===== src/hw/gat_pkg.sv =====
package gat_pkg;

  // ~~~~~~~~~~~~~~~~~~~~~~~~~~~~~~~~~~~~~~~~~~~~~~~~~~~~~~~~~~~~~~~~~~~~~~
  // Node phases.
  // ~~~~~~~~~~~~~~~~~~~~~~~~~~~~~~~~~~~~~~~~~~~~~~~~~~~~~~~~~~~~~~~~~~~~~~
  typedef enum logic [1:0] {
    PH_IDLE = 2'd0,
    PH_SPMM = 2'd1,
    PH_DMVM = 2'd2,
    PH_AGGR = 2'd3
  } phase_e;

  // ~~~~~~~~~~~~~~~~~~~~~~~~~~~~~~~~~~~~~~~~~~~~~~~~~~~~~~~~~~~~~~~~~~~~~~
  // Data widths.
  // ~~~~~~~~~~~~~~~~~~~~~~~~~~~~~~~~~~~~~~~~~~~~~~~~~~~~~~~~~~~~~~~~~~~~~~
  localparam int VAL_W = 16; // Sparse value, attention value, weight lane.
  localparam int ACC_W = 32; // Lane sum, score, feature word.

  // ~~~~~~~~~~~~~~~~~~~~~~~~~~~~~~~~~~~~~~~~~~~~~~~~~~~~~~~~~~~~~~~~~~~~~~
  // Sticky debug flag positions.
  // ~~~~~~~~~~~~~~~~~~~~~~~~~~~~~~~~~~~~~~~~~~~~~~~~~~~~~~~~~~~~~~~~~~~~~~
  localparam int FLG_SPMM_START = 5;
  localparam int FLG_SPMM_DONE  = 4;
  localparam int FLG_DMVM_START = 3;
  localparam int FLG_DMVM_DONE  = 2;
  localparam int FLG_AGGR_START = 1;
  localparam int FLG_AGGR_DONE  = 0;

endpackage


===== src/hw/phase_if.sv =====
`timescale 1ns/10ps

interface phase_if;

  logic spmm_start;
  logic spmm_done;
  logic dmvm_start;
  logic dmvm_done;
  logic aggr_start;
  logic aggr_done;

  modport ctrl (
    output spmm_start, dmvm_start, aggr_start,
    input  spmm_done, dmvm_done, aggr_done
  );
  modport spmm (input spmm_start, output spmm_done);
  modport dmvm (input dmvm_start, output dmvm_done);
  modport aggr (input aggr_start, output aggr_done);
  modport mon  (
    input spmm_start, spmm_done, dmvm_start, dmvm_done, aggr_start, aggr_done
  );

endinterface


===== src/hw/debug_monitor.sv =====
`timescale 1ns/10ps

module debug_monitor import gat_pkg::*; #(
  parameter int NUM_LANES  = 4,
  parameter int NODE_W     = 8,
  parameter int PROBE_LANE = 2
) (
  input  logic                            clk,
  input  logic                            rst_n,
  phase_if.mon                            ph,
  input  logic [NUM_LANES-1:0][ACC_W-1:0] lane_sum_i,
  output logic [5:0]                      dbg_flags_o,
  output logic [NODE_W-1:0]               dbg_nodes_o,
  output logic [ACC_W-1:0]                dbg_probe_o
);

  phase_e     seen_q;  // Phase as traced from the pulses.
  logic [5:0] pulses;

  always_comb begin
    pulses                 = '0;
    pulses[FLG_SPMM_START] = ph.spmm_start;
    pulses[FLG_SPMM_DONE]  = ph.spmm_done;
    pulses[FLG_DMVM_START] = ph.dmvm_start;
    pulses[FLG_DMVM_DONE]  = ph.dmvm_done;
    pulses[FLG_AGGR_START] = ph.aggr_start;
    pulses[FLG_AGGR_DONE]  = ph.aggr_done;
  end

  always_ff @(posedge clk or negedge rst_n) begin
    if (!rst_n) begin
      seen_q      <= PH_IDLE;
      dbg_flags_o <= '0;
      dbg_nodes_o <= '0;
      dbg_probe_o <= '0;
    end else begin
      dbg_flags_o <= dbg_flags_o | pulses; // Sticky.
      if (ph.spmm_start) begin
        seen_q <= PH_SPMM;
      end else if (ph.dmvm_start) begin
        seen_q <= PH_DMVM;
      end else if (ph.aggr_start) begin
        seen_q <= PH_AGGR;
      end else if (ph.aggr_done) begin
        seen_q <= PH_IDLE;
      end
      if (ph.spmm_done && seen_q == PH_SPMM) begin
        dbg_probe_o <= lane_sum_i[PROBE_LANE];
      end
      if (ph.aggr_done && seen_q == PH_AGGR) begin
        dbg_nodes_o <= dbg_nodes_o + 1'b1; // Wraps.
      end
    end
  end

endmodule


===== src/flat_wrapper.sv =====
// flat-port wrapper written by rule: the top's interface ports become plain ports
module debug_monitor_flat import gat_pkg::*;
#(
  parameter int NUM_LANES  = 4,
  parameter int NODE_W     = 8,
  parameter int PROBE_LANE = 2
)
  (clk, rst_n, lane_sum_i, dbg_flags_o, dbg_nodes_o, dbg_probe_o, ph_spmm_start, ph_spmm_done, ph_dmvm_start, ph_dmvm_done, ph_aggr_start, ph_aggr_done);
  phase_if ph_i ();
  input  logic clk;
  input  logic rst_n;
  input  logic [NUM_LANES-1:0][ACC_W-1:0] lane_sum_i;
  output logic [5:0] dbg_flags_o;
  output logic [NODE_W-1:0] dbg_nodes_o;
  output logic [ACC_W-1:0] dbg_probe_o;
  input wire logic [$bits(ph_i.spmm_start)-1:0] ph_spmm_start;
  input wire logic [$bits(ph_i.spmm_done)-1:0] ph_spmm_done;
  input wire logic [$bits(ph_i.dmvm_start)-1:0] ph_dmvm_start;
  input wire logic [$bits(ph_i.dmvm_done)-1:0] ph_dmvm_done;
  input wire logic [$bits(ph_i.aggr_start)-1:0] ph_aggr_start;
  input wire logic [$bits(ph_i.aggr_done)-1:0] ph_aggr_done;
  assign ph_i.spmm_start = ph_spmm_start;
  assign ph_i.spmm_done = ph_spmm_done;
  assign ph_i.dmvm_start = ph_dmvm_start;
  assign ph_i.dmvm_done = ph_dmvm_done;
  assign ph_i.aggr_start = ph_aggr_start;
  assign ph_i.aggr_done = ph_aggr_done;
  debug_monitor #(.NUM_LANES(NUM_LANES), .NODE_W(NODE_W), .PROBE_LANE(PROBE_LANE)) u_core (.clk(clk), .rst_n(rst_n), .ph(ph_i), .lane_sum_i(lane_sum_i), .dbg_flags_o(dbg_flags_o), .dbg_nodes_o(dbg_nodes_o), .dbg_probe_o(dbg_probe_o));
endmodule

===== config.mk =====
export PLATFORM = sky130hd
export DESIGN_NAME = debug_monitor_flat
export DESIGN_NICKNAME = d
export VERILOG_FILES = /design/src/hw/gat_pkg.sv /design/src/hw/phase_if.sv /design/src/hw/debug_monitor.sv /design/src/flat_wrapper.sv
export SDC_FILE = /design/constraint.sdc
export NUM_CORES = 1
export LEC_CHECK = 0
export ABC_AREA = 1
export BUFFER_PORTS_ARGS = -buffer_cell sky130_fd_sc_hd__buf_4
export CAP_MARGIN = 15
export CORE_MARGIN = 5
export CORE_UTILIZATION = 30
export DETAILED_ROUTE_END_ITERATION = 10
export PLACE_DENSITY = 0.67
export SLEW_MARGIN = 40
export SYNTH_ARGS = -nofsm -noshare
export SYNTH_HDL_FRONTEND = slang
export SYNTH_SLANG_ARGS = --single-unit

===== constraint.sdc =====
create_clock -name clk -period 1.4 [get_ports clk]
set_input_delay 0.21 -clock clk [delete_from_list [all_inputs] [get_ports clk]]
set_output_delay 0.21 -clock clk [all_outputs]
set_load 0.02 [all_outputs]

Word level (Yosys, flattened, before mapping). Cells that the tools add are included.

Output and inout port bits: 46. Bits in registers: 48. Logic and storage cells: 15.

Reduce and logical (&&, ||, !) cells: 3. Multiplexer cells: 4. Equal/unequal tests: 2. Add/sub/neg operators: 1. Bitwise operators: 1.

Operators by type and width (number): $add A8 B1 Y8 const B (1); $mux W2 (4); $or A6 B6 Y6 (1); $reduce_bool A4 Y1 (1); $eq A2 B1 Y1 const B (1); $eq A2 B2 Y1 const B (1); $logic_and A1 B1 Y1 (2).

Depth between registers and ports, before layout. Gate-level depths: netlist (run 1).

Word-level depth: 4. Mapped depth: 7. Depth with buffers taken out: 7.

Worst setup path after synthesis (run 1). OpenSTA, ideal clock, no wires.

Kind: flip-flop to flip-flop. Start: register u_core.dbg_nodes_o[1]. End: register u_core.dbg_nodes_o[6]. Slack: 0.205 ns. Data arrival time: 1.082 ns. Stages on the path, launching flop included: 7. Clock period less this slack: 1.195 ns. Required time: 1.287 ns. Library setup time: 0.113 ns. Cell sequence: dfrtp_1 > ha_1 > nand3_1 > nor2_1 > nand3_1 > nand2_1 > inv_1.

Longest elaborated chain between the ends: 1.

RTL lines: from (decl) (line debug_monitor.sv:13) `output logic [NODE_W-1:0] dbg_nodes_o,`; from (signal assigned) (line debug_monitor.sv:51) `dbg_nodes_o <= dbg_nodes_o + 1'b1;`; $add A8 B1 Y8 (line debug_monitor.sv:51).

No other way between the ends. A chain may end at the register's enable or synchronous reset.

Worst setup path in the final report (run 1).
Start: register u_core.seen_q[1]. End: register u_core.dbg_probe_o[21].

Longest elaborated chain between the ends: 2.

RTL lines: from (decl) (line debug_monitor.sv:17) `phase_e seen_q;`; from (signal assigned) (line debug_monitor.sv:32) `seen_q <= PH_IDLE;`; from (signal assigned) (line debug_monitor.sv:39) `seen_q <= PH_SPMM;`; from (signal assigned) (line debug_monitor.sv:41) `seen_q <= PH_DMVM;`; $eq A2 B1 Y1 (line debug_monitor.sv:47) `if (ph.spmm_done && seen_q == PH_SPMM) begin`; $logic_and A1 B1 Y1 (line debug_monitor.sv:47); to (signal assigned) (line debug_monitor.sv:48) `dbg_probe_o <= lane_sum_i[PROBE_LANE];`; to (decl) (line debug_monitor.sv:14) `output logic [ACC_W-1:0] dbg_probe_o`.

No other way between the ends.

==> insert_results.sql, run 1 <==
INSERT INTO impl_metrics (metric_group, metric, value, unit) VALUES
('run_status', 'outcome', 'completed', ''),
('critical_path', 'reg2regPathDepth', '5', ''),
('power_and_ir_drop', 'vdd.ir_drop.worst', '0.840', 'mV'),
('floorplan', 'die_width', '91.4', 'um'),
('floorplan', 'design.core.area', '6390', 'um2'),
('critical_path', 'critical_path.most_common_cell', 'nand2_1', ''),
('sta', 'finalClockSkew', '4.57', 'ps'),
('route', 'drcViolationCount', '0', ''),
('logic_synthesis', 'synth_sequential_area_ratio', '60.5', '%'),
('route', 'drt-initial-drc-count', '38', ''),
('floorplan', 'row_count', '29', ''),
('sta', 'setup_viol', '0', ''),
('critical_path', 'setup.reg_to_reg.worst_slack', '210', 'ps'),
('clock_network', 'cts-resized-gates', '0', ''),
('logic_synthesis', 'synth.avg_cell_area', '9.24', 'um2'),
('power_and_ir_drop', 'pwr_per_cell_area', '1410', 'nW/um2'),
('power_and_ir_drop', 'net-switching-power', '1.30', 'mW'),
('sta', 'layout_min_cycle_time', '1190', 'ps'),
('place', 'numPortBuffers', '85', ''),
('cells_and_area', 'total_area_of_multi_input_combinational_cells', '668', 'um2'),
('sta', 'maxSlewViolCount', '0', ''),
('critical_path', 'cp_top_family', 'flip-flops', ''),
('place', 'dpl_cell_area', '2680', 'um2'),
('critical_path', 'timing.setup.critical_path_class', 'reg -> reg', ''),
('route', 'detail_route.wirelength', '4890', 'um'),
('min_path', 'min_to', 'u_core.seen_q[1]', ''),
('critical_path', 'cpMaxStageDelayCell', 'dfrtp_1', ''),
('route', 'routed-via-count', '1689', ''),
('critical_path', 'critical_path.startpoint_type', 'flip-flop', ''),
('clock_network', 'holdBufCountCts', '1', ''),
('clock_network', 'tritoncts_buffers', '5', ''),
('place', 'place.gp.congestion', '0.804', ''),
('power_and_ir_drop', 'power_frac_comb', '29.1', '%'),
('place', 'dpl.cell_count', '371', ''),
('logic_synthesis', 'postSynthCellCount', '215', ''),
('power_and_ir_drop', 'p_clk_share', '25.0', '%'),
('power_and_ir_drop', 'netSwitchingFraction', '32.9', '%'),
('route', 'final_antenna_net_count', '0', ''),
('cells_and_area', 'syn2layout_area_growth', '40.7', '%'),
('route', 'firstDrtPassIters', '4', ''),
('logic_synthesis', 'syn_area', '1990', 'um2'),
('clock_network', 'clk_path_buf_depth', '2', ''),
('route', 'wire_per_inst', '12.9', 'um'),
('logic_synthesis', 'synth_seq_cells', '48', ''),
('power_and_ir_drop', 'cellLeakagePower', '1.50', 'nW'),
('logic_synthesis', 'count_of_cell_types_in_the_netlist', '18', ''),
('clock_network', 'cts.repair_timing.setup_buffer_count', '0', ''),
('sta', 'finalCritPeriodShare', '85.1', '%'),
('clock_network', 'htree_num_levels', '2', ''),
('critical_path', 'regToRegStartpoint', 'u_core.seen_q[1]', ''),
('route', 'detail_route.vias_per_cell', '4.44', ''),
('sta', 'timing_worst_slew_pin_value', '616', 'ps'),
('floorplan', 'die_h', '91.4', 'um'),
('global_routing', 'grt_antenna_before_repair', '0', ''),
('power_and_ir_drop', 'pwr-share-seq', '45.9', '%'),
('power_and_ir_drop', 'cell_internal_power_dissipation', '2.64', 'mW'),
('critical_path', 'worst_ep_required_time', '1590', 'ps'),
('floorplan', 'floorplan_die_area', '8350', 'um2'),
('floorplan', 'initial_utilization', '31.1', '%'),
('global_routing', 'globalRouteOverflowTotal', '0', ''),
('sta', 'timing.slew.headroom', '58.9', '%'),
('cells_and_area', 'layout.cells.most_common', 'buf_4', ''),
('clock_network', 'numClockSinks', '48', ''),
('logic_synthesis', 'synth.yosys.warnings', '0', ''),
('global_routing', 'grt_max_degree', '49', ''),
('floorplan', 'num_io_pins', '182', ''),
('global_routing', 'first_global_vias', '1730', ''),
('cells_and_area', 'drive_above_1_share', '35.0', '%'),
('min_path', 'timing.hold.worst_path_depth', '2', ''),
('critical_path', 'critPathBufInv', '1', ''),
('cells_and_area', 'postLayoutCellArea', '2800', 'um2');
==> layer usage <==
layer / up-vias / global-route usage (%) / share of wire [%]
met4: 0 / 2.93 / 0.41
met2: 68 / 18.5 / 43
met5: - / 0 / 0
met3: 2 / 5.29 / 9.3
li1: 847 / - / -
met1: 772 / 16.0 / 47
==> flip-flops by register name, summed over array words and instances (netlist names) <==
register,cells
u_core.dbg_flags_o,6
u_core.dbg_nodes_o,8
u_core.dbg_probe_o,32
u_core.seen_q,2
==> Yosys cell counts (all sizes together) <==
master,number,area (um2)
xor2,4,35.0
clkbuf,3,11.3
o21bai,1,7.51
ha,1,12.5
or2,6,37.5
a21oi,2,10.0
buf,7,61.3
nand2,81,307
dfrtp,48,1200
nor2,9,41.3
inv,12,45.0
nand3,41,218
==> power groups by stage <==
stage               clock network, mW  registers [mW]  logic [mW]
finish                          0.987            1.81        1.15
global route                     1.08            1.84        1.27
CTS                              1.03            1.81        1.17
detailed placement                  0            1.83        1.17
global placement                    0            1.83        1.15
floorplan                           0            2.09       0.330
==> cell type report <==
type	instances	share of cell area, %
Sequential cell	48	43.0
Timing Repair Buffer	90	24.3
Multi-Input combinational cell	145	23.9
Tap cell	77	3.45
Clock buffer	6	2.60
Inverter	12	1.61
Clock inverter	2	1.25
==> worst register-to-register path, cell delays in order (launching register included) <==
cell	delay, ps
dfrtp_1	460
nor2_4	170
nand2_2	50
buf_4	240
nand2_1	110
nand2_1	60
==> worst max path at each step <==
| stage | to | slack, ps |
|---|---|---|
| 2_1_floorplan | u_core.dbg_nodes_o[6] | 200 |
| 3_3_place_gp | u_core.dbg_probe_o[26] | 230 |
| 3_5_place_dp | u_core.dbg_probe_o[21] | 190 |
| 4_1_cts | u_core.dbg_probe_o[23] | 190 |
| 5_1_grt | u_core.dbg_probe_o[5] | 80 |
| 6_report | u_core.dbg_probe_o[21] | 210 |
==> kinds of logic (layout without fill, tap and decap cells) <==
| logic type | Yosys count | count (layout) | share of synthesized area (%) |
|---|---|---|---|
| buffers and inverters | 22 | 110 | 5.92 |
| flip-flops | 48 | 48 | 60.5 |
| XOR/XNOR | 4 | 4 | 1.76 |
| AND/OR/NAND/NOR | 137 | 137 | 30.4 |
| AO/OA/AOI/OAI | 3 | 3 | 0.882 |
| adder cells (fa/ha/maj) | 1 | 1 | 0.630 |
==> stage by stage <==
stage / hold WS (ps) / util [%] / setup slack, ps / power [mW]
2_1_floorplan: -85.6 / - / 205 / 2.42
3_5_place_dp: 280 / 41.9 / 188 / 3.00
6_report: 70.7 / 43.8 / 209 / 3.94
5_1_grt: 54.3 / 43.8 / 82.6 / 4.19
3_3_place_gp: 264 / 41.9 / 230 / 2.98
4_1_cts: 58.5 / 43.8 / 186 / 4.01
(Power assumes the default switching activity.)
==> inputs of run 2 (changes only) <==
--- a/config.mk
+++ b/config.mk
@@ -11,7 +11,7 @@
 export CORE_MARGIN = 5
 export CORE_UTILIZATION = 30
 export DETAILED_ROUTE_END_ITERATION = 10
-export PLACE_DENSITY = 0.67
+export PLACE_DENSITY_LB_ADDON = 0.2
 export SLEW_MARGIN = 40
 export SYNTH_ARGS = -nofsm -noshare
 export SYNTH_HDL_FRONTEND = slang
==> insert_results.sql, run 2 (synthesized netlist as in run 1, its figures left out) <==
INSERT INTO impl_metrics (metric_group, metric, value, unit) VALUES
('route', 'drt-initial-drc-count', '45', ''),
('clock_network', 'cts.root.buffer_cell', 'clkbuf_8', ''),
('critical_path', 'cpPeakStageDelay', '460', 'ps'),
('cells_and_area', 'final_cell_mix', 'buf_4 (90), nand2_1 (80), dfrtp_1 (48)', ''),
('clock_network', 'holdBufCountCts', '1', ''),
('floorplan', 'row_count', '29', ''),
('critical_path', 'timing.critical_path.cells', 'nor2_4 -> nand2_2 -> buf_4 -> nand2_1 -> nand2_1', ''),
('global_routing', 'global_route.peak_usage_layer', 'met2', ''),
('place', 'dpl.cell_count', '372', ''),
('clock_network', 'numClockSinks', '48', ''),
('route', 'drcViolationCount', '0', ''),
('critical_path', 'reg2regPathDepth', '5', ''),
('power_and_ir_drop', 'totalPowerFinal', '3.80', 'mW'),
('critical_path', 'cpMaxStageDelayCell', 'dfrtp_1', ''),
('route', 'routed-via-count', '1698', ''),
('global_routing', 'global_route_wire_length_before_repair', '8260', 'um'),
('power_and_ir_drop', 'cellLeakagePower', '1.50', 'nW'),
('sta', 'final_critical_path_setup_slack', '219', 'ps'),
('critical_path', 'setup.reg_to_reg.worst_slack', '220', 'ps'),
('floorplan', 'die_h', '91.4', 'um'),
('floorplan', 'die_width', '91.4', 'um'),
('place', 'place.gp.congestion', '0.795', ''),
('power_and_ir_drop', 'power_frac_comb', '30.2', '%'),
('cells_and_area', 'syn2layout_area_growth', '40.2', '%'),
('global_routing', 'globalRouteOverflowTotal', '0', ''),
('clock_network', 'clkSlewWorstSetupHoldPaths', '80', 'ps'),
('clock_network', 'clock_insertion_delay_worst_skew', '300', 'ps'),
('global_routing', 'grt_antenna_before_repair', '0', ''),
('global_routing', 'grt_use_met1', '16.5', '%'),
('critical_path', 'critical_path.startpoint_type', 'flip-flop', ''),
('clock_network', 'clk_path_buf_depth', '2', ''),
('clock_network', 'cts.repair_timing.setup_buffer_count', '0', ''),
('critical_path', 'critical_path.max_fanout', '32', ''),
('cells_and_area', 'largest-register', 'u_core.dbg_probe_o', ''),
('sta', 'grt_setup_unrepaired', 'false', ''),
('place', 'dpl_cell_area', '2690', 'um2'),
('route', 'wire_per_inst', '12.9', 'um'),
('place', 'place.detailed.hpwl', '3480', 'um'),
('cells_and_area', 'layout.core_utilization', '43.6', '%'),
('global_routing', 'groute.layer.met2.usage', '16.7', '%'),
('sta', 'timing.slew.headroom', '59.2', '%'),
('cells_and_area', 'largestRegisters', 'u_core.dbg_probe_o x32, u_core.dbg_nodes_o x8, u_core.dbg_flags_o x6', ''),
('critical_path', 'timing.setup.critical_path_class', 'reg -> reg', ''),
('critical_path', 'crit_arrival', '1370', 'ps'),
('critical_path', 'cp_top_family', 'flip-flops', ''),
('clock_network', 'htree_num_levels', '2', ''),
('power_and_ir_drop', 'vdd.ir_drop.worst', '0.585', 'mV'),
('sta', 'maxSlewViolCount', '0', ''),
('critical_path', 'critical_path.most_common_cell', 'nand2_1', ''),
('route', 'final_antenna_net_count', '0', ''),
('sta', 'setup_tns', '0', 'ps'),
('global_routing', 'grt_max_degree', '49', ''),
('floorplan', 'num_io_pins', '182', ''),
('route', 'detail_route.wirelength', '4910', 'um'),
('sta', 'hold_viol_final', '0', ''),
('floorplan', 'design.core.area', '6390', 'um2'),
('critical_path', 'worst-path-stages', '5', ''),
('cells_and_area', 'diodes', '0', ''),
('critical_path', 'worst_ep_required_time', '1590', 'ps'),
('sta', 'finalCritPeriodShare', '84.3', '%'),
('min_path', 'min-delay-path-class', 'in -> reg', ''),
('clock_network', 'cts-resized-gates', '0', ''),
('critical_path', 'reg2reg_to', 'u_core.dbg_probe_o[20]', ''),
('run_status', 'outcome', 'completed', ''),
('floorplan', 'floorplan_die_area', '8350', 'um2'),
('critical_path', 'regToRegStartpoint', 'u_core.seen_q[1]', ''),
('sta', 'layout_min_cycle_time', '1180', 'ps'),
('clock_network', 'cts_tree', 'yes', ''),
('flow_run', 'timing.max_cap.violations', '0', ''),
('cells_and_area', 'final-instance-count-excl-fill', '381', ''),
('sta', 'timing_worst_slew_pin_value', '613', 'ps'),
('cells_and_area', 'largest_reg_flops', '32', ''),
('sta', 'setup_viol', '0', ''),
('power_and_ir_drop', 'net-switching-power', '1.29', 'mW'),
('sta', 'max_clock_freq', '847', 'MHz'),
('sta', 'tightest_hold_margin', '70.8', 'ps'),
('cells_and_area', 'drive_above_1_share', '34.9', '%'),
('route', 'detail_route.vias_per_cell', '4.46', ''),
('clock_network', 'tritoncts_buffers', '5', ''),
('place', 'numPortBuffers', '85', ''),
('power_and_ir_drop', 'pwr_per_cell_area', '1370', 'nW/um2'),
('floorplan', 'initial_utilization', '31.1', '%'),
('cells_and_area', 'layout.cells.most_common', 'buf_4', ''),
('power_and_ir_drop', 'netSwitchingFraction', '33.8', '%'),
('power_and_ir_drop', 'pwr-share-seq', '47.6', '%'),
('cells_and_area', 'fillers', '639', ''),
('power_and_ir_drop', 'cell_internal_power_dissipation', '2.52', 'mW'),
('power_and_ir_drop', 'p_clk_share', '22.2', '%'),
('place', 'pre_cts_ws', '206', 'ps'),
('critical_path', 'setup.worst_path.end_class', 'flip-flop', ''),
('cells_and_area', 'nets', '440', ''),
('critical_path', 'cp-startpoint', 'u_core.seen_q[1]', ''),
('critical_path', 'worstSetupEndpoint', 'u_core.dbg_probe_o[20]', ''),
('global_routing', 'grt.met3_usage', '5.70', '%'),
('sta', 'finalClockSkew', '2.81', 'ps'),
('global_routing', 'grt.total_usage', '12.2', '%'),
('critical_path', 'critPathBufInv', '1', ''),
('cells_and_area', 'postLayoutCellArea', '2790', 'um2'),
('global_routing', 'first_global_vias', '1722', ''),
('route', 'firstDrtPassIters', '4', '');
## run 2: worst register-to-register path: stages (launching register included)
cell,delay (ps)
dfrtp_1,460
nor2_4,170
nand2_2,50
buf_4,240
nand2_1,110
nand2_1,50
## run 2: area by class of cell
cell class | count | area [um2] | share of cell area (%)
clock buffers | 8 | 90.1 | 3.23
inverters | 12 | 45.0 | 1.62
multi-input cells | 145 | 668 | 24.0
flip-flops and latches | 48 | 1200 | 43.1
well taps | 77 | 96.3 | 3.46
repair buffers | 91 | 686 | 24.6
## run 2: worst min-delay path by stage
stage	startpoint	endpoint	slack, ps	depth (start not counted)
after CTS	ph_spmm_start	u_core.seen_q[1]	60	2
after global placement	rst_n	u_core.dbg_probe_o[16]	270	1
after detailed placement	rst_n	u_core.dbg_probe_o[12]	280	1
after floorplan	rst_n	u_core.dbg_flags_o[0]	-90	0
after global routing	ph_spmm_start	u_core.seen_q[1]	60	2
final	ph_spmm_start	u_core.seen_q[1]	70	2
## run 2: metal layers
metal,vias to the layer above,part of all wire [%],routed length [um]
li1,847,-,-
met1,769,46,2270
met2,72,41,2030
met3,10,10,511
met4,0,1.8,87
met5,-,0,0
## run 2: power groups by stage
stage	clock network (mW)	logic (mW)	registers, mW
global route	0.937	1.27	1.86
detailed placement	0	1.17	1.84
finish	0.845	1.15	1.81
floorplan	0	0.330	2.09
global placement	0	1.16	1.83
CTS	0.887	1.17	1.81
