`config.mk`:
```
export PLATFORM = sky130hd
export DESIGN_NAME = phase_ctrl_flat
export DESIGN_NICKNAME = d
export VERILOG_FILES = /design/src/hw/gat_pkg.sv /design/src/hw/phase_if.sv /design/src/hw/phase_ctrl.sv /design/src/flat_wrapper.sv
export SDC_FILE = /design/constraint.sdc
export NUM_CORES = 1
export LEC_CHECK = 0
export ABC_AREA = 1
export BUFFER_PORTS_ARGS = -buffer_cell sky130_fd_sc_hd__buf_2
export CAP_MARGIN = 30
export CELL_PAD_IN_SITES_DETAIL_PLACEMENT = 1
export CELL_PAD_IN_SITES_GLOBAL_PLACEMENT = 2
export CORE_MARGIN = 2
export CORE_UTILIZATION = 24
export DETAILED_ROUTE_END_ITERATION = 6
export GPL_TIMING_DRIVEN = 1
export PLACE_DENSITY = 0.67
export REMOVE_ABC_BUFFERS = 1
export SYNTH_ARGS = -nofsm -noshare
export SYNTH_HDL_FRONTEND = slang
export SYNTH_SLANG_ARGS = --single-unit
```
`constraint.sdc`:
```
create_clock -name clk -period 1.5 [get_ports clk]
set_input_delay 0.3 -clock clk [delete_from_list [all_inputs] [get_ports clk]]
set_output_delay 0.3 -clock clk [all_outputs]
set_load 0.02 [all_outputs]
```
`src/hw/gat_pkg.sv`:
```
package gat_pkg;

  // ~~~~~~~~~~~~~~~~~~~~~~~~~~~~~~~~~~~~~~~~~~~~~~~~~~~~~~~~~~~~~~~~~~~~~~
  // Node phases.
  // ~~~~~~~~~~~~~~~~~~~~~~~~~~~~~~~~~~~~~~~~~~~~~~~~~~~~~~~~~~~~~~~~~~~~~~
  typedef enum logic [1:0] {
    PH_IDLE = 2'd0,
    PH_SPMM = 2'd1,
    PH_DMVM = 2'd2,
    PH_AGGR = 2'd3
  } phase_e;

  // ~~~~~~~~~~~~~~~~~~~~~~~~~~~~~~~~~~~~~~~~~~~~~~~~~~~~~~~~~~~~~~~~~~~~~~
  // Data widths.
  // ~~~~~~~~~~~~~~~~~~~~~~~~~~~~~~~~~~~~~~~~~~~~~~~~~~~~~~~~~~~~~~~~~~~~~~
  localparam int VAL_W = 16; // Sparse value, attention value, weight lane.
  localparam int ACC_W = 32; // Lane sum, score, feature word.

  // ~~~~~~~~~~~~~~~~~~~~~~~~~~~~~~~~~~~~~~~~~~~~~~~~~~~~~~~~~~~~~~~~~~~~~~
  // Sticky debug flag positions.
  // ~~~~~~~~~~~~~~~~~~~~~~~~~~~~~~~~~~~~~~~~~~~~~~~~~~~~~~~~~~~~~~~~~~~~~~
  localparam int FLG_SPMM_START = 5;
  localparam int FLG_SPMM_DONE  = 4;
  localparam int FLG_DMVM_START = 3;
  localparam int FLG_DMVM_DONE  = 2;
  localparam int FLG_AGGR_START = 1;
  localparam int FLG_AGGR_DONE  = 0;

endpackage

```
`src/hw/phase_if.sv`:
```
`timescale 1ns/10ps

interface phase_if;

  logic spmm_start;
  logic spmm_done;
  logic dmvm_start;
  logic dmvm_done;
  logic aggr_start;
  logic aggr_done;

  modport ctrl (
    output spmm_start, dmvm_start, aggr_start,
    input  spmm_done, dmvm_done, aggr_done
  );
  modport spmm (input spmm_start, output spmm_done);
  modport dmvm (input dmvm_start, output dmvm_done);
  modport aggr (input aggr_start, output aggr_done);
  modport mon  (
    input spmm_start, spmm_done, dmvm_start, dmvm_done, aggr_start, aggr_done
  );

endinterface

```
`src/hw/phase_ctrl.sv`:
```
`timescale 1ns/10ps

module phase_ctrl import gat_pkg::*; (
  input  logic  clk,
  input  logic  rst_n,
  input  logic  start_i,
  output logic  busy_o,
  output logic  done_o,
  phase_if.ctrl ph
);

  phase_e state_q;

  assign busy_o = (state_q != PH_IDLE);

  // Each start pulse is issued on entry to its phase.
  always_ff @(posedge clk or negedge rst_n) begin
    if (!rst_n) begin
      state_q       <= PH_IDLE;
      ph.spmm_start <= 1'b0;
      ph.dmvm_start <= 1'b0;
      ph.aggr_start <= 1'b0;
      done_o        <= 1'b0;
    end else begin
      ph.spmm_start <= 1'b0;
      ph.dmvm_start <= 1'b0;
      ph.aggr_start <= 1'b0;
      done_o        <= 1'b0;
      case (state_q)
        PH_IDLE: begin
          if (start_i) begin
            state_q       <= PH_SPMM;
            ph.spmm_start <= 1'b1;
          end
        end
        PH_SPMM: begin
          if (ph.spmm_done) begin
            state_q       <= PH_DMVM;
            ph.dmvm_start <= 1'b1;
          end
        end
        PH_DMVM: begin
          if (ph.dmvm_done) begin
            state_q       <= PH_AGGR;
            ph.aggr_start <= 1'b1;
          end
        end
        PH_AGGR: begin
          if (ph.aggr_done) begin
            state_q <= PH_IDLE;
            done_o  <= 1'b1; // Node finished.
          end
        end
        default: state_q <= PH_IDLE;
      endcase
    end
  end

endmodule

```
`src/flat_wrapper.sv`:
```
// flat-port wrapper written by rule: the top's interface ports become plain ports
module phase_ctrl_flat import gat_pkg::*;
  (clk, rst_n, start_i, busy_o, done_o, ph_spmm_start, ph_dmvm_start, ph_aggr_start, ph_spmm_done, ph_dmvm_done, ph_aggr_done);
  phase_if ph_i ();
  input  logic clk;
  input  logic rst_n;
  input  logic start_i;
  output logic busy_o;
  output logic done_o;
  output wire logic [$bits(ph_i.spmm_start)-1:0] ph_spmm_start;
  output wire logic [$bits(ph_i.dmvm_start)-1:0] ph_dmvm_start;
  output wire logic [$bits(ph_i.aggr_start)-1:0] ph_aggr_start;
  input wire logic [$bits(ph_i.spmm_done)-1:0] ph_spmm_done;
  input wire logic [$bits(ph_i.dmvm_done)-1:0] ph_dmvm_done;
  input wire logic [$bits(ph_i.aggr_done)-1:0] ph_aggr_done;
  assign ph_spmm_start = ph_i.spmm_start;
  assign ph_dmvm_start = ph_i.dmvm_start;
  assign ph_aggr_start = ph_i.aggr_start;
  assign ph_i.spmm_done = ph_spmm_done;
  assign ph_i.dmvm_done = ph_dmvm_done;
  assign ph_i.aggr_done = ph_aggr_done;
  phase_ctrl u_core (.clk(clk), .rst_n(rst_n), .start_i(start_i), .busy_o(busy_o), .done_o(done_o), .ph(ph_i));
endmodule
```
Word level (Yosys, flattened, before mapping)
Cells that the tools add are included.
{ "word_totals": {"reg_bits": 6, "input_bits": 6, "output_inout_bits": 5} }
{ "classes": {"eq_ne": 7, "mux": 13, "n_reduce_logical": 3} }
{ "op_table": {"columns": ["cell", "n"], "rows": [
  ["$mux W1", 8],
  ["$mux W2", 4],
  ["$ne A2 B2 Y1 const B", 4],
  ["$pmux W2 S4", 1],
  ["$eq A2 B2 Y1 const B", 2],
  ["$reduce_and A4 Y1", 1],
  ["$eq A2 B1 Y1 const B", 1],
  ["$logic_not A2 Y1", 1],
  ["$reduce_bool A2 Y1", 1]
]} }

Logic depth before layout (Yosys ltp)
Gate-level depths: netlist of run 1.
{ "depth": {"word_depth": 3, "ltp_mapped": 7} }

Worst setup path before layout of run 1
OpenSTA, ideal clock, no wires.
{ "synth_timing": {"path_kind": "register -> output", "start": "reg u_core.state_q[0]", "end": "out busy_o", "t_arrival_ps": 791, "required_ps": 1200, "setup_slack_ps": 409, "stages_incl_launch_ff": 4, "path_buffers": 0, "path_cell_list": "dfrtp_1 inv_1 ha_1 inv_1"} }
{ "synth_between": {"elab_chain_cells": 1} }
{ "synth_rtl": {"columns": ["item", "line", "text"], "rows": [
  ["from (decl)", "phase_ctrl.sv:12", "phase_e state_q;"],
  ["from (signal assigned)", "phase_ctrl.sv:19", "state_q <= PH_IDLE;"],
  ["from (signal assigned)", "phase_ctrl.sv:32", "state_q <= PH_SPMM;"],
  ["from (signal assigned)", "phase_ctrl.sv:38", "state_q <= PH_DMVM;"],
  ["$reduce_bool A2 Y1", "phase_ctrl.sv:14", "assign busy_o = (state_q != PH_IDLE);"],
  ["to (decl)", "flat_wrapper.sv:8", "output logic busy_o;"]
]} }
No other way between the ends.

Worst setup path after layout of run 1
Ends and elaborated chain as after synthesis.

==> results of run 1 <==
## metrics by stage
stage / utilization / worst slack (ns) / cell area (sq um) / power [uW]
after CTS: 0.341 / 0.0333 / 438 / 853
after global placement: 0.310 / 0.345 / 398 / 657
after global routing: 0.354 / 0.00626 / 455 / 969
after floorplan: - / 0.409 / 329 / 556
final: 0.354 / 0.0656 / 455 / 887
after detailed placement: 0.310 / 0.263 / 398 / 673
## worst reg2reg max path, stage by stage, from the launching register on
cell and delay [ns]:
dfrtp_1 0.39, buf_4 0.14, buf_4 0.12, ha_1 0.18, nand2_1 0.08, nand2_2 0.08, o21ai_1 0.12, nand2_1 0.06
## registers in the layout (all words and copies together) (netlist names)
register              count
u_core.ph.aggr_start      1
u_core.state_q            2
u_core.ph.dmvm_start      1
u_core.done_o             1
u_core.ph.spmm_start      1
## timing repair
item | CTS | global route
endpoints found under the setup margin | 1 | 1
resized for setup | 0 | 1
hold buffers | 1 | 0
buffers inserted | 1 | 2
endpoints found under the hold margin | 6 | 0
## cell usage after synthesis
library cell | count | area share
ha_1 | 4 | 0.15
o21ai_1 | 2 | 0.030
inv_1 | 11 | 0.13
nand2_2 | 3 | 0.057
nor2_4 | 1 | 0.034
nand2_1 | 11 | 0.13
or2_1 | 1 | 0.019
dfrtp_1 | 6 | 0.46
## cell usage in the layout (no fill, tap or decap)
master / Yosys / routed
buf_2: 0 / 10
buf_4: 0 / 3
clkbuf_4: 0 / 3
dfrtp_1: 6 / 6
dlygate4sd3_1: 0 / 1
ha_1: 4 / 3
ha_2: 0 / 1
inv_1: 11 / 11
nand2_1: 11 / 11
nand2_2: 3 / 3
nor2_4: 1 / 1
o21ai_1: 2 / 2
or2_1: 1 / 1
## final cells by class
type / count / area (sq um) / share of cell area
flip-flops and latches: 6 / 150 / 0.330
multi-input cells: 22 / 140 / 0.308
repair buffers: 14 / 82.6 / 0.181
inverters: 11 / 41.3 / 0.0907
clock buffers: 3 / 22.5 / 0.0495
well taps: 15 / 18.8 / 0.0412
## worst paths after layout
kind / to / slack [ns] / from / depth (start not counted)
worst max-delay path: busy_o / 0.07 / u_core.state_q[0] / 4
worst min-delay path: u_core.done_o / 0.26 / ph_aggr_done / 3
worst max register to register: u_core.state_q[0] / 0.22 / u_core.state_q[1] / 7
worst min register to register: u_core.state_q[1] / 0.51 / u_core.state_q[1] / 2
max in group asynchronous: u_core.state_q[0] / 0.95 / rst_n / 2
min in group asynchronous: u_core.ph.aggr_start / 0.41 / rst_n / 2
## per-layer routing
layer | track usage | vias to the layer above
met5 | 0 | -
met3 | 0.0326 | 2
met1 | 0.102 | 117
met4 | 0.125 | 0
li1 | - | 145
met2 | 0.180 | 9
## power breakdown
part | switching [uW] | internal [uW] | leakage (uW)
Sequential | 24.8 | 220 | 0.0000780
Clock | 64.6 | 91.0 | 0.0000138
Combinational | 277 | 209 | 0.000207
## cell families (layout without fill, tap and decap cells)
group | after synthesis | after routing | share of synthesized area
fa+ha+maj | 4 | 4 | 0.152
compound gates | 2 | 2 | 0.0304
simple gates | 16 | 16 | 0.236
flops | 6 | 6 | 0.456
buf+inv | 11 | 28 | 0.125
==> results.txt, run 1 <==
- Fill cells in the final layout number 165.
- Floorplan core area: 0.00128 sq mm
- The worst setup path is launched from a register.
* Post-route met1 wirelength: 294 um
- Minimum hold slack: 0.256 ns
- Total gr overflow: 0
* Die extent in y: 41.0 um
- Synthesis produced a netlist whose cell count is 39.
- The die is 41.0 um wide.
- Highest metal layer with signal wires: met4
- The count of final max-slew check failures came to 0.
- Final HPWL from detailed placement: 531 um
* Wire length of the first global-routing pass: 1080 um
* Number of top-level design ports: 11
* Sequential element share of the synthesized area: 0.456
- IO Port Bufs: 10
- For this run, the slowest stage of the critical path takes 0.39 ns.
- Detail Route met2 WL: 356 um
* Category of cells accounting for the largest share of critical-path delay: flip-flops
* Skew-Pair Late Insertion Delay: 0.25 ns
- Average footprint of a synthesized cell: 8.44 sq um
- Data required time at the worst endpoint: 1.20 ns
* Cell type of the slowest stage on the worst timing path: dfrtp_1
- Summed over all failing endpoints, the final setup total negative slack is 0 ns.
- Normalized max-slew margin: 0.903
- Worst Clk Skew: 0.000486 ns
* Average wire per standard cell: 9.82 um
* Pre-antenna DRT Iters: 3
- Setup violations remaining at the end of the flow were counted as 0.
- The synthesized netlist occupies a cell area of 329 sq um.
* Total number of vias: 273
- Entering global routing, the biggest net connects 7 pins.
- The finished layout holds 71 standard cells, fillers aside.
- Yosys mapped the design onto 8 distinct sky130hd cell types.
- Together, buffers and inverters on the worst path number 3.
- The setup path with the least slack is of type register to primary output.
- Initial antenna violation count: 0
* Largest fanout on the critical path: 4
- Number of diodes: 0
* Final RePlAce weighted congestion: 0.754
- Hold Path Class: input pin to register
- For this run, design rule violations remaining after detail routing come to 0.
- Number of H-tree levels: 1
- The net count of the finished layout is 68.
* Arrival time of the worst setup path: 1.13 ns
- In the final layout, the share of cells above drive strength 1 is 0.375.
* Clock tree from TritonCTS: yes
- Counting I/O delays and the setup requirement, the final critical path takes 1.43 ns.
- Vias in the first global route: 282
* Synthesis-to-finish area growth: 38.4%
- The floorplan step defined a die boundary enclosing 0.00168 sq mm.
- After clock tree synthesis, the clock-pin slew on the worst setup and hold paths is 0.05 ns.
* Buffer cell driving the clock tree root: clkbuf_4
- Summed over all cells, the static leakage comes to 0.000298 uW.
* Run status: finished, final reports clean
- The initial utilization of the core area, before any placement, comes to 0.256.
- In this run the remaining antenna-violating nets after routing total 0.
* DRT iter0 DRCs: 2
- Actual slew at the worst max-slew pin: 0.146 ns
- Dividing the detail-routed via count by the number of cells gives 3.85.
- Among the stages of the critical path, the cell type that occurs most often is inv_1.
- Met3 wire len: 32 um
- The number of clock buffers added by TritonCTS is 3.
- # placed instances: 64
- Clock net sink count: 6
* Part of the cycle the worst path needs: 0.956
- After detailed routing, the total wire length is 697 um.
- Critical path cell sequence: inv_1 > ha_2 > inv_1 > buf_2
* Max Clock Freq: 0.697 GHz
- For this design the ratio of total power to cell area is 1950 mW/mm^2.
* Max-capacitance violation count: 0
* GRT Util Overall: 0.110
- Counting along the longest clock path gives a buffer depth of 2.
* Cell Rows: 13
- Endpoint type of the worst setup path: primary output
- YS warnings: 0
- VDD sags by at most 606 uV.
- Count of state elements after synthesis: 6
- Final Hold Violating Endpoints: 0
- RSZ-0062 raised after global routing: false
(Power assumes the default switching activity.)
==> run 2: changes to the inputs <==
CORE_UTILIZATION = 22   (was 24)
PLACE_DENSITY = 0.64   (was 0.67)
SLEW_MARGIN = 5   (was default)
clock period = 1.2 ns   (was 1.5 ns; I/O delays follow)
==> run 2 against run 1 <==
Compared with the run above: the flow now finishes with violations (setup timing); combinational power rose by 50%; wire length rose by 3.6%; largest power group unchanged; global-route usage decreased by 0.53 points.
==> results.txt, run 2 (same netlist as run 1, synthesis figures left out) <==
* Number of top-level design ports: 11 (unchanged)
- Run status: finished with violations
- Final setup viols: 3 (+3)
- The first-pass GRT wire length is 1320 um (+22%).
* Register name with the most flops: u_core.state_q
- Post-detailed-route count of antenna-violating nets: 0 (unchanged)
- The clock latency reported for the late side of the worst-skew pair came to 0.25 ns (about the same).
* Starting density of the core: 0.244 (-0.0123)
- Max Clock Freq: 0.787 GHz
* Minimum hold slack: 0.200 ns (-0.0559 ns)
- The overall track demand over capacity in global routing was 0.105 (-0.00528).
- Critical path cell sequence: inv_2 > ha_4 > inv_2 > buf_6
- The relative contribution of sequential cells to total power was 0.251 (-0.025).
- The number of violations of the max-capacitance limit was 0 (unchanged).
- The global-route congestion overflow total was 0 (unchanged).
- Setup repair after global routing could not meet its margin everywhere.
- Type of the worst setup path: register to primary output
- The switching share of power is 0.416 (+0.00322).
* Final HPWL from detailed placement: 544 um (+2.3%)
- Number of pins with negative max-slew slack in the final report: 0 (unchanged)
- The total placed instance area is 398 sq um (unchanged).
- Data required time at the worst endpoint: 0.96 ns (-0.24 ns)
- The library cells used most frequently in the layout, excluding fill and tap cells, are nand2_1 (11), buf_2 (9), inv_1 (8).
* Fraction of layout cells with a size suffix above 1: 0.482 (+0.107)
- Lkg Pwr: 0.000301 uW (+0.97%)
- In the finished design, the share of the clock period the worst path needs comes to 1.06.
- Largest fanout on the critical path: 4 (unchanged)
- Die extent in x: 42.7 um (+4.0%)
- The number of failing hold endpoints at the final stage came to 0 (unchanged).
* Normalized max-slew margin: 0.902 (about the same)
- The internal power of the cells was 719 uW (+38%).
* Number of diodes: 0 (unchanged)
- WL final: 722 um (+3.6%)
* Hold Path Class: input pin to register
- Maximum number of pins on one net before global-route repair: 7 (unchanged)
- Worst-path clk slew: 0.05 ns (about the same)
- Largest stage delay on the critical path: 0.39 ns (about the same)
* DRT iter0 DRCs: 2 (unchanged)
* Final Util: 0.361 (+0.00609)
- Worst Clk Skew: 0.00119 ns (+0.000700 ns)
* Final critical-path setup slack: -0.0715 ns (-0.137 ns)
- Relative to the synthesized area, the layout overhead comes to 47.9%.
- The clock share of power was 0.155 (-0.020).
- The reported net switching power is 513 uW (+40%).
- Average wire per standard cell: 10.2 um (+3.6%)
- The number of H-tree levels was 1 (unchanged).
- The count of buffers from port buffering is 10 (unchanged).
- The total iterations of the first detailed-routing run is 2 (-1).
* Post-DR vias/cell: 4.11 (+7.0%)
* Clock tree from TritonCTS: yes
* Post-placement worst setup slack: -0.00253 ns (-0.266 ns)
* Actual slew at the worst max-slew pin: 0.147 ns (+0.000629 ns)
- Cell Rows: 13 (unchanged)
- The full die area was 0.00182 sq mm (+8.2%).
* Arrival time of the worst setup path: 1.03 ns (-0.10 ns)
- The logic gate share of total power came to 0.594 (+0.046).
* Final RePlAce weighted congestion: 0.743 (-1.3%)
- In this design, the critical path's most frequently occurring cell is inv_2.
* Buffer cell driving the clock tree root: clkbuf_4
* Die extent in y: 42.7 um (+4.0%)
- The number of clock buffers inserted by TritonCTS was 3 (unchanged).
- Cell type of the slowest stage on the worst timing path: dfrtp_1
- The post-route DRC violation count is 0 (unchanged).
- Final net count: 68 (unchanged)
- Final min period: 1.27 ns
* Endpoint type of the worst setup path: primary output
* Clock net sink count: 6 (unchanged)
* Critical path launch point type: register
- Floorplan core area: 0.00135 sq mm (+5.1%)
- Most common cell after layout, fill and taps aside: nand2_1
- The buffer depth of the longest clock path is 2 (unchanged).
- The number of flip-flops in the largest register came to 2 (unchanged).
* Initial antenna violation count: 0 (unchanged)
- Total number of vias: 292 (+7.0%)
- Post-route cell area: 487 sq um (+6.9%)
- The via count of the first global-routing pass was 316 (+12%).
- The maximum resistive drop on vdd was 736 uV (+22%).
* Power per unit of standard cell area: 2530 mW/mm^2 (+30%)
* Post-route setup TNS: -0.130 ns (-0.130 ns)
- Failing checks: setup timing
-- run 2: cell counts in the layout (fill, tap and decap cells not counted) --
No cell type changed its count.
-- run 2: critical path: cells and delay by family, from the launching register on --
kind                       cells  cell delay [ns]
DFF                            1             0.39
buffers and inverters          3             0.24
adders and majority gates      1             0.15
-- run 2: final cells by class --
class,count,area [sq um]
Timing Repair Buffer,14,88.8
Sequential cell,6,150
Multi-Input combinational cell,22,165
Tap cell,15,18.8
Clock buffer,3,22.5
Fill cell,171,863
Inverter,11,41.3
-- run 2: power groups by stage --
stage / clock network, uW / registers (uW) / logic [uW]
2_1_floorplan: 0 / 362 / 334
3_3_place_gp: 0 / 318 / 505
3_5_place_dp: 0 / 325 / 516
4_1_cts: 199 / 309 / 713
5_1_grt: 216 / 316 / 826
6_report: 191 / 310 / 731
-- run 2: per-layer routing --
metal,vias up,track usage,wire length [um]
met4,0,0.0563,12
met3,2,0.0511,46
li1,147,-,-
met5,-,0,0
met2,12,0.188,410
met1,131,0.0956,252
-- run 2: repair_timing --
action,CTS,global route
buffers inserted,3,0
pin swaps,4,1
endpoints found under the hold margin,6,0
gates resized for setup,8,3
gates cloned,0,0
hold buffers,1,0
setup endpoints to repair,3,3
-- run 2: final timing paths --
| check | from | endpoint | slack [ns] | depth (start not counted) |
|---|---|---|---|---|
| min reg2reg | u_core.state_q[0] | u_core.state_q[0] | 0.63 | 3 |
| min | ph_spmm_done | u_core.ph.dmvm_start | 0.20 | 3 |
| max in group asynchronous | rst_n | u_core.ph.aggr_start | 0.70 | 2 |
| min in group asynchronous | rst_n | u_core.ph.dmvm_start | 0.35 | 2 |
| max | u_core.state_q[1] | busy_o | -0.07 | 4 |
| max reg2reg | u_core.state_q[0] | u_core.state_q[0] | -0.04 | 6 |
-- run 2: through the flow --
stage          power [uW]  cells
3_5_place_dp          841     64
5_1_grt              1360     71
4_1_cts              1220     71
6_report             1230     71
2_1_floorplan         695     39
3_3_place_gp          823     64
==> run 3: changes to the inputs <==
PLACE_DENSITY = default   (was 0.64)
PLACE_DENSITY_LB_ADDON = 0.1   (was default)
SETUP_SLACK_MARGIN = 0.05   (was default)
==> run 3 against run 2 <==
Compared with the run above: the run still ends with setup timing left; register-to-register slack better by 0.06 ns; non-clock buffer count is 2 higher; cell area is 12% higher; global-route usage is 0.88 points higher; clock skew is 0.0045 ns higher; die area stayed put; worst setup slack better by 0.023 ns.
==> results.txt, run 3 (same netlist as run 1, synthesis figures left out) <==
* Worst Clk Skew: 0.00565 ns (+0.00446 ns)
- Largest fanout on the critical path: 2 (-2)
* Skew-Pair Late Insertion Delay: 0.24 ns (about the same)
* Total number of vias: 307 (+5.1%)
- Commonest cells after routing, fill and taps aside: buf_2 (9), nand2_1 (8), inv_1 (8)
* Flip-flop count of the largest register, all copies and words added: 2 (unchanged)
- The worst setup path is captured at a primary output.
* DRC viols: 0 (unchanged)
* Max Root-Sink Buffers: 2 (unchanged)
- Failing checks: setup timing
- The via count of the first global-routing pass is 361 (+14%).
- Die Outline Area: 0.00182 sq mm (unchanged)
- The utilization of the core after routing came to 0.404 (+0.0436).
- Number of H-tree levels: 1 (unchanged)
- The total power divided by cell area was 2570 mW/mm^2 (+1.4%).
- The clock-pin slew of the registers on the worst-case setup and hold paths is 0.05 ns (about the same).
* Number of diodes: 0 (unchanged)
- Buffer cell driving the clock tree root: clkbuf_4
- Initial antenna violation count: 0 (unchanged)
* Total gr overflow: 0 (unchanged)
- Starting density of the core: 0.244 (unchanged)
* Final setup viols: 1 (-2)
- The library cell used most frequently in the layout, excluding fill and tap cells, is buf_2.
- The die width came to 42.7 um (unchanged).
* Die extent in y: 42.7 um (unchanged)
- Data required time at the worst endpoint: 0.96 ns (about the same)
- Number of pins with negative max-slew slack in the final report: 0 (unchanged)
* Pre-antenna DRT Iters: 2 (unchanged)
- Minimum hold slack: 0.202 ns (+0.00159 ns)
- Max-capacitance violation count: 0 (unchanged)
* Maximum number of pins on one net before global-route repair: 7 (unchanged)
- Final net count: 70 (+2.9%)
* Normalized max-slew margin: 0.900 (-0.00193)
- Number of top-level design ports: 11 (unchanged)
* Post-detailed-route count of antenna-violating nets: 0 (unchanged)
- The worst setup path is launched from a register.
* Final Hold Violating Endpoints: 0 (unchanged)
- The worst setup path is of the register to primary output kind.
* Cell Rows: 13 (unchanged)
- Clock net sink count: 6 (unchanged)
- Synthesis-to-finish area growth: 65.8%
* Final HPWL from detailed placement: 650 um (+20%)
- The fraction of final layout cells with drive strength greater than 1 came to 0.569 (+0.0868).
- Fill cell instance count of the final layout: 157 (-8.2%)
- Arrival time of the worst setup path: 1.01 ns (-0.02 ns)
- Hold Path Class: input pin to register
- DRT iter0 DRCs: 1 (-1)
* Max Clock Freq: 0.801 GHz (+1.8%)
- Clock tree from TritonCTS: yes
- Floorplan core area: 0.00135 sq mm (unchanged)
- The number of clock buffers inserted by TritonCTS came to 3 (unchanged).
- The share of the clock period used by the worst path came to 1.04 (-0.0189).
- Setup repair after global routing could not meet its margin everywhere.
- Lkg Pwr: 0.000325 uW (+7.9%)
- Run status: finished with violations
- The worst setup margin is -0.0488 ns (+0.0226 ns).
- GRT Util Overall: 0.114 (+0.00876)
- More flip-flops sit in one register than any other, and that register is u_core.state_q.
- Average wire per standard cell: 11.7 um (+15%)
- Largest vdd supply drop: 744 uV (+1.0%)
* Post-DR vias/cell: 4.21 (+2.3%)
* Final RePlAce weighted congestion: 0.801 (+7.8%)
- The first-pass GRT wire length is 1500 um (+14%).
- The count of buffers from port buffering was 10 (unchanged).
- The pin slew with the least headroom to its limit came to 0.149 ns (+0.00290 ns).
- WL final: 852 um (+18%)
* Final min period: 1.25 ns (-0.0226 ns)
run 3: cell count changes in the layout (fill, tap and decap cells not counted), sizes merged:
| cell | previous run | this run |
|---|---|---|
| buf | 13 | 15 |
run 3: final cells by class:
type	count	area [sq um]	share of cell area
well taps	15	18.8	0.0344
repair buffers	16	104	0.190
clock buffers	3	22.5	0.0413
flip-flops and latches	6	150	0.275
multi-input cells	22	209	0.383
inverters	11	41.3	0.0757
run 3: worst max-delay path, cell delays in order (launching register included):
cell and delay (ns):
dfrtp_1 0.38, inv_2 0.09, ha_4 0.14, inv_2 0.04
buf_6 0.12
run 3: final timing paths:
check | from | to | slack, ns | cells past startpoint
worst max-delay path | u_core.state_q[0] | busy_o | -0.05 | 4
worst min-delay path | ph_spmm_done | u_core.ph.dmvm_start | 0.20 | 3
worst max register to register | u_core.state_q[0] | u_core.state_q[1] | 0.02 | 6
worst min register to register | u_core.state_q[0] | u_core.state_q[0] | 0.65 | 3
max in group asynchronous | rst_n | u_core.ph.dmvm_start | 0.69 | 2
min in group asynchronous | rst_n | u_core.ph.aggr_start | 0.35 | 2
run 3: power breakdown:
part	switching, uW	leakage (uW)	internal, uW
Sequential	33.9	0.0000780	276
Clock	72.2	0.0000138	113
Combinational	482	0.000233	423
Total	588	0.000325	811
run 3: what timing repair did:
action / in CTS / in global routing
hold endpoints to repair: 6 / 0
gates resized for setup: 18 / 2
hold buffers: 1 / 0
endpoints found under the setup margin: 3 / 3
pin swaps: 4 / 3
setup buffers: 5 / 0
run 3: routing by layer:
layer,up-vias,routed length (um),GRT usage,share of wire
met4,0,0,0.0750,0
li1,149,-,-,-
met5,-,0,0,0
met1,152,313,0.121,0.37
met3,0,19,0,0.022
met2,6,518,0.215,0.61
run 3: stage by stage:
stage,cell area [sq um],worst slack [ns],setup TNS [ns],total power (uW),instances
global route,546,-0.102,-0.190,1520,73
detailed placement,398,-0.0294,-0.0470,862,64
finish,546,-0.0488,-0.0488,1400,73
global placement,398,0.0172,0,839,64
CTS,536,-0.0623,-0.0636,1380,73
floorplan,329,0.116,0,695,39
